===== src/ldpc_decfail_pkg.sv =====
// ----------------------------------------------------------------------
// limits and types for the LDPC decoding-failure unit
// counts are sized for the largest 3GPP base graph and lifting size
// beat geometry is not here, it comes from module parameters
// ----------------------------------------------------------------------
`default_nettype none

package ldpc_decfail_pkg;

  // largest number of base-graph rows
  localparam int code_rows_max = 46;

  // largest lifting size
  localparam int zc_max = 384;

  // failed-check count must hold every check of the largest code
  localparam int err_cnt_w = $clog2(code_rows_max * zc_max + 1);

  // failed-check count of one codeword pass
  typedef logic [err_cnt_w-1:0] err_cnt_t;

  // stall history fill level
  // hist_full means two earlier counts are available for the stall compare
  typedef enum logic [1:0] {
    hist_empty = 2'd0,
    hist_one   = 2'd1,
    hist_full  = 2'd2
  } hist_state_t;

endpackage

`default_nettype wire


===== src/ldpc_decfail_decision.sv =====
// ----------------------------------------------------------------------
// final and estimated failure decision with a two-deep stall history
// start must not coincide with cnt_val
// decfail_est is registered with val_out, one enabled cycle after cnt_val
// ----------------------------------------------------------------------
`timescale 1ns/1ps
`default_nettype none

module ldpc_decfail_decision
  import ldpc_decfail_pkg::*;
(
  input  wire logic      iclk,
  input  wire logic      arst_n,
  input  wire logic      clkena,
  // iteration control
  input  wire logic      start,
  input  wire logic      load_mode,
  // results of the two counting blocks
  input  wire logic      cnt_val,
  input  wire err_cnt_t  checks,
  input  wire logic      decfail,
  // decisions
  output logic           pre_val,
  output logic           val_out,
  output logic           decfail_est
);

  // ----------------------------------------------------------------------
  // stall history
  // ----------------------------------------------------------------------

  hist_state_t state;
  // count of the previous iteration
  err_cnt_t    hist_0;
  // count two iterations back
  err_cnt_t    hist_1;

  // fill level, cleared on a new codeword
  always_ff @(posedge iclk or negedge arst_n) begin
    if (!arst_n) begin
      state <= hist_empty;
    end else if (clkena && start) begin
      if (load_mode) begin
        state <= hist_empty;
      end else begin
        case (state)
          hist_empty: state <= hist_one;
          hist_one:   state <= hist_full;
          default:    state <= hist_full;
        endcase
      end
    end
  end

  // history payload shifts on every iteration start
  always_ff @(posedge iclk) begin
    if (clkena && start && !load_mode) begin
      hist_0 <= checks;
      hist_1 <= hist_0;
    end
  end

  // ----------------------------------------------------------------------
  // estimated failure
  // ----------------------------------------------------------------------

  // count unchanged over three iterations
  logic stalled;
  logic est_next;

  assign stalled = (checks == hist_0) && (hist_0 == hist_1);

  always_comb begin
    if (state == hist_full) begin
      // a stalled nonzero count is taken as success
      est_next = decfail | ((checks != '0) & ~stalled);
    end else begin
      est_next = decfail | (checks != '0);
    end
  end

  always_ff @(posedge iclk or negedge arst_n) begin
    if (!arst_n) begin
      val_out     <= 1'b0;
      decfail_est <= 1'b0;
    end else if (clkena) begin
      val_out <= cnt_val;
      // sampled when the count arrives, held in between
      if (cnt_val) begin
        decfail_est <= est_next;
      end
    end
  end

  // look-ahead of val_out
  assign pre_val = cnt_val;

endmodule

`default_nettype wire


===== src/ldpc_decfail_major_flag.sv =====
// ----------------------------------------------------------------------
// major-matrix failure flag, one value per decoder pass
// row_decfail and row_minfail are row-major, llr_by_cycle bits per row
// the flag is final one enabled cycle after the eop beat
// ----------------------------------------------------------------------
`timescale 1ns/1ps
`default_nettype none

module ldpc_decfail_major_flag #(
  parameter int llr_by_cycle = 4,
  parameter int row_by_cycle = 4
) (
  input  wire logic                                   iclk,
  input  wire logic                                   arst_n,
  input  wire logic                                   clkena,
  // beat strobes
  input  wire logic                                   val,
  input  wire logic                                   sop,
  // 1 selects a row of the major matrix
  input  wire logic [row_by_cycle-1:0]                pmask,
  input  wire logic [row_by_cycle*llr_by_cycle-1:0]   row_decfail,
  input  wire logic [row_by_cycle*llr_by_cycle-1:0]   row_minfail,
  output logic                                        decfail
);

  // ----------------------------------------------------------------------
  // per-row reduction
  // ----------------------------------------------------------------------

  // failure of each row, already gated by its mask bit
  logic [row_by_cycle-1:0] row_fail;
  // any masked row of this beat failed
  logic                    beat_fail;

  always_comb begin
    for (int row = 0; row < row_by_cycle; row++) begin
      // a failed check or a too-small minimum both count
      row_fail[row] = pmask[row] &
                      ((|row_decfail[row*llr_by_cycle +: llr_by_cycle]) |
                       (|row_minfail[row*llr_by_cycle +: llr_by_cycle]));
    end
  end

  assign beat_fail = |row_fail;

  // ----------------------------------------------------------------------
  // accumulation over the pass
  // ----------------------------------------------------------------------

  always_ff @(posedge iclk or negedge arst_n) begin
    if (!arst_n) begin
      decfail <= 1'b0;
    end else if (clkena) begin
      if (val) begin
        // sop starts a new pass, drop the old flag
        if (sop) begin
          decfail <= beat_fail;
        end else begin
          decfail <= decfail | beat_fail;
        end
      end
      // no beat, flag holds until the next sop
    end
  end

endmodule

`default_nettype wire


===== src/ldpc_decfail_row_cnt.sv =====
// ----------------------------------------------------------------------
// failed-check counter over all rows of the matrix
// only row_decfail counts, row_minfail is ignored here
// checks is valid with cnt_val, one enabled cycle after the eop beat
// row_by_cycle*llr_by_cycle must fit a count of err_cnt_w bits
// ----------------------------------------------------------------------
`timescale 1ns/1ps
`default_nettype none

module ldpc_decfail_row_cnt
  import ldpc_decfail_pkg::*;
#(
  parameter int llr_by_cycle = 4,
  parameter int row_by_cycle = 4
) (
  input  wire logic                                   iclk,
  input  wire logic                                   arst_n,
  input  wire logic                                   clkena,
  // beat strobes
  input  wire logic                                   val,
  input  wire logic                                   sop,
  input  wire logic                                   eop,
  input  wire logic [row_by_cycle*llr_by_cycle-1:0]   row_decfail,
  // final count of the pass
  output logic                                        cnt_val,
  output err_cnt_t                                    checks
);

  // check bits per beat
  localparam int bits_per_beat = row_by_cycle * llr_by_cycle;

  // ----------------------------------------------------------------------
  // beat popcount and running sum
  // ----------------------------------------------------------------------

  // set bits of the current beat
  err_cnt_t beat_cnt;
  // running sum of the pass so far
  err_cnt_t acc;
  // sum including the current beat
  err_cnt_t sum_next;

  always_comb begin
    beat_cnt = '0;
    for (int i = 0; i < bits_per_beat; i++) begin
      beat_cnt = beat_cnt + err_cnt_t'(row_decfail[i]);
    end
  end

  always_comb begin
    // sop restarts the sum from this beat
    if (sop) begin
      sum_next = beat_cnt;
    end else begin
      sum_next = acc + beat_cnt;
    end
  end

  // ----------------------------------------------------------------------
  // accumulator and output register
  // ----------------------------------------------------------------------

  always_ff @(posedge iclk or negedge arst_n) begin
    if (!arst_n) begin
      acc     <= '0;
      checks  <= '0;
      cnt_val <= 1'b0;
    end else if (clkena) begin
      // single enabled-cycle pulse after the eop beat
      cnt_val <= val & eop;
      if (val) begin
        acc <= sum_next;
        // total of the pass, held until the next eop
        if (eop) begin
          checks <= sum_next;
        end
      end
    end
  end

endmodule

`default_nettype wire


===== src/ldpc_decfail_top.sv =====
// ----------------------------------------------------------------------
// LDPC decoding-failure and early-stop unit
// no back-pressure, every state holds while clkena is low
// latency: eop beat, pre_val one enabled cycle later, val_out one more
// ----------------------------------------------------------------------
`timescale 1ns/1ps
`default_nettype none

module ldpc_decfail_top
  import ldpc_decfail_pkg::*;
#(
  parameter int llr_by_cycle = 4,
  parameter int row_by_cycle = 4
) (
  input  wire logic                                   iclk,
  input  wire logic                                   arst_n,
  input  wire logic                                   clkena,
  // iteration control
  input  wire logic                                   start,
  input  wire logic                                   load_mode,
  // beat stream
  input  wire logic                                   val,
  input  wire logic                                   sop,
  input  wire logic                                   eop,
  input  wire logic [row_by_cycle-1:0]                pmask,
  input  wire logic [row_by_cycle*llr_by_cycle-1:0]   row_decfail,
  input  wire logic [row_by_cycle*llr_by_cycle-1:0]   row_minfail,
  // results
  output logic                                        pre_val,
  output logic                                        val_out,
  output err_cnt_t                                    checks,
  output logic                                        decfail,
  output logic                                        decfail_est
);

  // count strobe from the row counter
  logic cnt_val;

  // ----------------------------------------------------------------------
  // counting blocks, both see every beat
  // ----------------------------------------------------------------------

  // major-matrix flag, also the final decfail
  ldpc_decfail_major_flag #(
    .llr_by_cycle (llr_by_cycle),
    .row_by_cycle (row_by_cycle)
  ) major_flag_i (
    .iclk        (iclk),
    .arst_n      (arst_n),
    .clkena      (clkena),
    .val         (val),
    .sop         (sop),
    .pmask       (pmask),
    .row_decfail (row_decfail),
    .row_minfail (row_minfail),
    .decfail     (decfail)
  );

  // failed checks over the whole matrix
  ldpc_decfail_row_cnt #(
    .llr_by_cycle (llr_by_cycle),
    .row_by_cycle (row_by_cycle)
  ) row_cnt_i (
    .iclk        (iclk),
    .arst_n      (arst_n),
    .clkena      (clkena),
    .val         (val),
    .sop         (sop),
    .eop         (eop),
    .row_decfail (row_decfail),
    .cnt_val     (cnt_val),
    .checks      (checks)
  );

  // ----------------------------------------------------------------------
  // decision
  // ----------------------------------------------------------------------

  ldpc_decfail_decision decision_i (
    .iclk        (iclk),
    .arst_n      (arst_n),
    .clkena      (clkena),
    .start       (start),
    .load_mode   (load_mode),
    .cnt_val     (cnt_val),
    .checks      (checks),
    .decfail     (decfail),
    .pre_val     (pre_val),
    .val_out     (val_out),
    .decfail_est (decfail_est)
  );

endmodule

`default_nettype wire


===== config.mk =====
export PLATFORM = sky130hd
export DESIGN_NAME = ldpc_decfail_top
export DESIGN_NICKNAME = d
export VERILOG_FILES = /design/src/ldpc_decfail_pkg.sv /design/src/ldpc_decfail_decision.sv /design/src/ldpc_decfail_major_flag.sv /design/src/ldpc_decfail_row_cnt.sv /design/src/ldpc_decfail_top.sv
export SDC_FILE = /design/constraint.sdc
export NUM_CORES = 1
export LEC_CHECK = 0
export ABC_AREA = 1
export BUFFER_PORTS_ARGS = -buffer_cell sky130_fd_sc_hd__buf_2
export CAP_MARGIN = 20
export CORE_MARGIN = 4
export CORE_UTILIZATION = 30
export CTS_CLUSTER_DIAMETER = 150
export DETAILED_ROUTE_END_ITERATION = 8
export PLACE_DENSITY = 0.44
export SLEW_MARGIN = 10
export SYNTH_ARGS = -nofsm -noshare
export SYNTH_HDL_FRONTEND = slang
export SYNTH_SLANG_ARGS = --single-unit

===== constraint.sdc =====
create_clock -name iclk -period 3.2 [get_ports iclk]
set_input_delay 0.32 -clock iclk [delete_from_list [all_inputs] [get_ports iclk]]
set_output_delay 0.32 -clock iclk [all_outputs]
set_load 0.01 [all_outputs]

# --- Yosys cells after proc, flatten, opt, wreduce, memory -nomap -nowiden ---
# Cells that the tools add are included.
word_totals:
  reg_bits: 66
classes:
  eq_ne: 3
  n_addsub: 16
  reduce_logical: 18
  bitwise: 14
  mux: 5
ops:
  columns: ["operator", "count"]
  rows:
  - ["adder 15 x 1 -> 15 bit", 14]
  - ["OR reduction 4 bit", 9]
  - ["== test 15 bit", 2]
  - ["adder 15 bit", 1]
  - ["two-way mux 15 bit", 1]
  - ["nonzero test 15 bit", 1]
  - ["OR 1 bit", 7]
  - ["bitwise AND 1 bit", 6]
  - ["two-way mux 2 bit", 2]
  - ["AND reduction 2 bit", 2]
  - ["logical AND 1 bit", 3]
  - ["AND reduction 3 bit", 1]
  - ["adder 1 x 1 -> 2 bit", 1]
  - ["== test 2 bit, second input constant", 1]
  - ["zero test 2 bit", 1]
  - ["two-way mux 1 bit", 2]
  - ["zero test 1 bit", 1]
  - ["NOT 1 bit", 1]

# --- Logic depth before layout (Yosys ltp) ---
depth:
  depth_word: 17
  ltp_mapped: 23

# --- Cells and area by module ---
# Synthesis repeated with hierarchy kept, for this count alone.
unflattened:
  hier_cells: 541
  area_unflattened_um2: 4121.5
by_module_without_submodules:
  columns: ["module", "cells_per_inst", "area_per_inst_um2", "seq_area_each_um2", "instances"]
  rows:
  - ["ldpc_decfail_row_cnt", 294, 2220.9, 775.7, 1]
  - ["ldpc_decfail_decision", 201, 1706.6, 1001.0, 1]
  - ["ldpc_decfail_major_flag", 46, 193.9, 25.0, 1]

# --- Least setup slack after synthesis ---
# Ideal clock, no wire load.
synth_path:
  path_kind: "input-to-reg"
  start: "input row_decfail[0]"
  end: "register row_cnt_i.acc[6]"
  t_arrival_ns: 4.553
  setup_ns: 0.132
  cell_stages: 18
  setup_slack_ns: -1.484
  path_cell_list: "inv_1 > ha_1 > inv_1 > fa_1 > fa_1 > fa_1 > fa_1 > fa_1 > fa_1 > o21ai_0 > ha_1 > nand2_1 > inv_2 > nand2_2 > nand2_4 > or2_1 > nand3_2 > o21ai_2"
synth_between:
  elab_chain_cells: 17
synth_rtl:
  columns: ["element", "line_no", "rtl"]
  rows:
  - ["from (decl)", "ldpc_decfail_top.sv:26", "input wire logic [row_by_cycle*llr_by_cycle-1:0] row_decfail,"]
  - ["adder 1 x 1 -> 2 bit (*)", "ldpc_decfail_row_cnt.sv:46", "beat_cnt = beat_cnt + err_cnt_t'(row_decfail[i]);"]
  - ["adder 15 x 1 -> 15 bit (*) (14 in a row)", "ldpc_decfail_row_cnt.sv:46", null]
  - ["adder 15 bit", "ldpc_decfail_row_cnt.sv:55", "sum_next = acc + beat_cnt;"]
  - ["two-way mux 15 bit (*)", "ldpc_decfail_row_cnt.sv:52", "if (sop) begin"]
  - ["to (signal assigned)", "ldpc_decfail_row_cnt.sv:72", "acc <= sum_next;"]
  - ["to (decl)", "ldpc_decfail_row_cnt.sv:39", "err_cnt_t acc;"]
# Mark *: on every way between the ends. The rest lies on a longest branch, timed or not.
# A chain may end at the register's enable or synchronous reset.

# --- Worst setup path after layout ---
layout_path:
  start: "input row_decfail[1]"
  end: "register row_cnt_i.checks[13]"
layout_between:
  elab_chain_cells: 17
layout_rtl:
  columns: ["element", "line_no", "rtl"]
  rows:
  - ["adder 1 x 1 -> 2 bit (*)", "ldpc_decfail_row_cnt.sv:46", null]
  - ["adder 15 x 1 -> 15 bit (*) (14 in a row)", "ldpc_decfail_row_cnt.sv:46", null]
  - ["adder 15 bit", "ldpc_decfail_row_cnt.sv:55", null]
  - ["two-way mux 15 bit (*)", "ldpc_decfail_row_cnt.sv:52", null]
  - ["to (signal assigned)", "ldpc_decfail_row_cnt.sv:75", "checks <= sum_next;"]
  - ["to (decl)", "ldpc_decfail_row_cnt.sv:26", "output err_cnt_t checks"]
# Marked as above.

==> flow_metrics.tcl <==
set metrics [dict create \
    root_buffer "clkbuf_16" \
    place.gp.congestion 0.757 \
    dr.pass1.iters 4 \
    cts_max_level 3 \
    cp_num_buf_inv 4 \
    start_kind "input pin" \
    tns_ns -32.23 \
    antenna_found_initial 0 \
    crit_family "adder cells" \
    port_buffers 62 \
    viasPerCell 4.33 \
    drt_first_iter_violations 152 \
    die_x_um 123 \
    drc 0 \
    netlist_area_sq_mm 0.00398 \
    yosysTopAreaCell "dfrtp_1" \
    crit_top_cell "fa_1" \
    fp.coreArea_sq_mm 0.0128 \
    dp_cells 722 \
    leakagePower_nw 2.50 \
    rsz0062_at_grt "yes" \
    internal_power_mw 2.46 \
    netSwitchingPower_mw 1.42 \
    arrival_ns 4.69 \
    ctsHoldBuffers 0 \
    post-dp-hpwl_um 7370 \
    grt_usage_pct 13.9 \
    powerDensity_mw_per_mm2 756 \
    synth_top_area_share_pct 22.7 \
    crit_required_ns 3.45 \
    final_cells 742 \
    routed_wl_um 9810 \
    synth_cells 479 \
    num_io_pins 63 \
    start_util_pct 31.1 \
    pre_cts_ws_ns -1.67 \
    fillers 1303 \
    wl_met3_um 325 \
    slowest_delay_ns 0.57 \
    synth_most_common_cell "nand2_1" \
    cts_sinks 66 \
    fmax_mhz 225 \
    grt_pass1_vias 3250 \
    rows 41 \
    drtAntennaViolNets 0 \
    violations "negative setup slack" \
    cts_tree "done" \
    drive_above_1_share_pct 26.8 \
    status "complete, but fails checks" \
    post-route-min-period_ns 4.44 \
    final_nets 633 \
    layout_setup_ws_ns -1.24 \
    switching_share_pct 36.6 \
    worst_slew_pin_slew_ns 0.861 \
    seq_power_share_pct 29.3 \
    ys_warn_count 0 \
    path_class "in -> reg" \
    clk_transition_reported_paths_ns 0.06 \
    setup_violations 30 \
    skew_ns 0.00585 \
    min_path_type "in -> async" \
    worstPathCellList "buf_8, inv_8, ha_4, inv_2, fa_1, fa_1, fa_1, fa_1, fa_2, fa_2, inv_2, ha_1, nand3_2, nand2_4, nand3_2, nand2_4, nand2_1, nand2_1, nand3_2, o21ai_2" \
    clock_latency_ns 0.33 \
    num_antenna_cells 0 \
    wl_met2_um 4740 \
    finalCritPeriodShare_pct 139 \
    clkPwrFrac_pct 27.4 \
    top_layer "met4" \
    ir_drop_v 0.000306 \
    grt.overflow.total 0 \
    end_kind "register" \
    grt_pass1_wl_um 16200 \
    slew_headroom_pct 42.6 \
    synth_commonest_cells "nand2_1 (141), inv_1 (89), dfrtp_1 (36)" \
    num_vias 3211 \
    cp_max_fo 8 \
    ys_async_sr_fraction_pct 54.5 \
    dieArea_sq_mm 0.0152 \
    synth_flop_cell "dfrtp_1" \
    syn_area_per_cell_sq_um 8.30 \
    area_growth_syn_to_layout_pct 29.0 \
    seq_area_frac_synth_pct 45.3 \
    wl_per_cell_um 13.2 \
    cts_buffer_depth 2 \
    synth_area_leaders "dfrtp_1 (23%), edfxtp_1 (23%), nand2_1 (13%)" \
    grt_max_degree 37 \
    cts-buffers-inserted 9 \
    die_h_um 123 \
    p_total_mw 3.88 \
    finalHoldViolCount 0 \
    hold_slack_ns 0.100 \
    slew_viol_final 0 \
    wl_met1_um 4620 \
    synth.distinct_cells 36 \
    syn_nets 547 \
    slowest_stage "fa_2" \
    synth_seq_cells 66 \
    max-cap-violations 0 \
    power.share.combinational_pct 43.2 \
    synth_edf_count 30 \
]
power by group through the flow:
| stage | Clock, mW | Sequential, mW | Combinational, mW |
|---|---|---|---|
| after floorplan | 0 | 1.12 | 1.03 |
| after global placement | 0 | 1.15 | 1.40 |
| after detailed placement | 0 | 1.15 | 1.41 |
| after CTS | 1.08 | 1.14 | 1.45 |
| after global routing | 1.13 | 1.15 | 1.88 |
| final | 1.06 | 1.14 | 1.68 |
final timing paths:
path                             startpoint                   end  slack (ns)  depth (start not counted)
hold reg to reg            row_cnt_i.acc[3]      row_cnt_i.acc[3]        0.50                          2
max in group asynchronous            arst_n   row_cnt_i.checks[5]        2.56                          1
hold / removal                       arst_n     row_cnt_i.acc[11]        0.10                          1
min in group iclk                    clkena     row_cnt_i.cnt_val        0.28                          2
setup / recovery             row_decfail[1]  row_cnt_i.checks[13]       -1.24                         20
setup reg to reg           row_cnt_i.acc[0]   row_cnt_i.checks[6]        1.34                         11
what timing repair did:
item | in CTS | in global routing
pin swaps | 5 | 5
setup buffers | 1 | 2
gates cloned | 0 | 1
setup endpoints to repair | 30 | 30
resized for setup | 10 | 17
state kept, by name, indices dropped and copies added, names as in the netlist:
name                    flops
major_flag_i.decfail        1
decision_i.decfail_est      1
row_cnt_i.cnt_val           1
row_cnt_i.checks           15
row_cnt_i.acc              15
decision_i.hist_0          15
decision_i.hist_1          15
decision_i.val_out          1
decision_i.state            2
worst register-to-register path, cell delays in order (launching register included):
cell	delay [ns]
dfrtp_1	0.39
ha_4	0.15
inv_1	0.05
fa_2	0.33
inv_2	0.08
nand2_4	0.05
a21oi_4	0.18
nand2_4	0.09
nand2_4	0.09
or2_1	0.12
nand3_2	0.09
o21ai_2	0.16
layer usage:
| metal | up-vias | GRT usage [%] |
|---|---|---|
| met4 | 0 | 3.67 |
| met5 | - | 0 |
| met1 | 1465 | 18.4 |
| met2 | 46 | 22.4 |
| met3 | 11 | 3.71 |
| li1 | 1689 | - |
final cells by class:
cell class / count / area, sq um / share of cell area (%)
Inverter: 94 / 365 / 7.12
Clock inverter: 7 / 93.8 / 1.83
Sequential cell: 66 / 1800 / 35.1
Tap cell: 172 / 215 / 4.19
Clock buffer: 9 / 225 / 4.39
Timing Repair Buffer: 80 / 465 / 9.07
Multi-Input combinational cell: 314 / 1960 / 38.3
layout by cell type, fill, tap and decap left out, types with 9 or more instances in the layout:
cell type,count
buf_2,60
buf_4,18
clkbuf_16,9
dfrtp_1,36
edfxtp_1,30
ha_1,10
inv_1,83
inv_2,9
nand2_1,141
nand3_1,16
nand4_1,11
nor2_1,24
o21ai_1,20
o21ai_2,12
xnor2_1,9
metrics by stage:
stage          instance area, sq um  util [%]
2_1_floorplan                  4060         -
3_3_place_gp                   4670      36.5
3_5_place_dp                   4670      36.5
4_1_cts                        5030      39.3
5_1_grt                        5130      40.2
6_report                       5130      40.2
logic make-up (layout without fill, tap and decap cells):
group	count (synthesis)	after routing	synth area share, %
buf+inv	100	190	9.63
fa+ha+maj	24	24	9.63
flops	66	66	45.3
xor+xnor	12	12	2.64
simple gates	225	226	25.1
compound gates	52	52	7.68
Power figures use the tool's default switching activity.
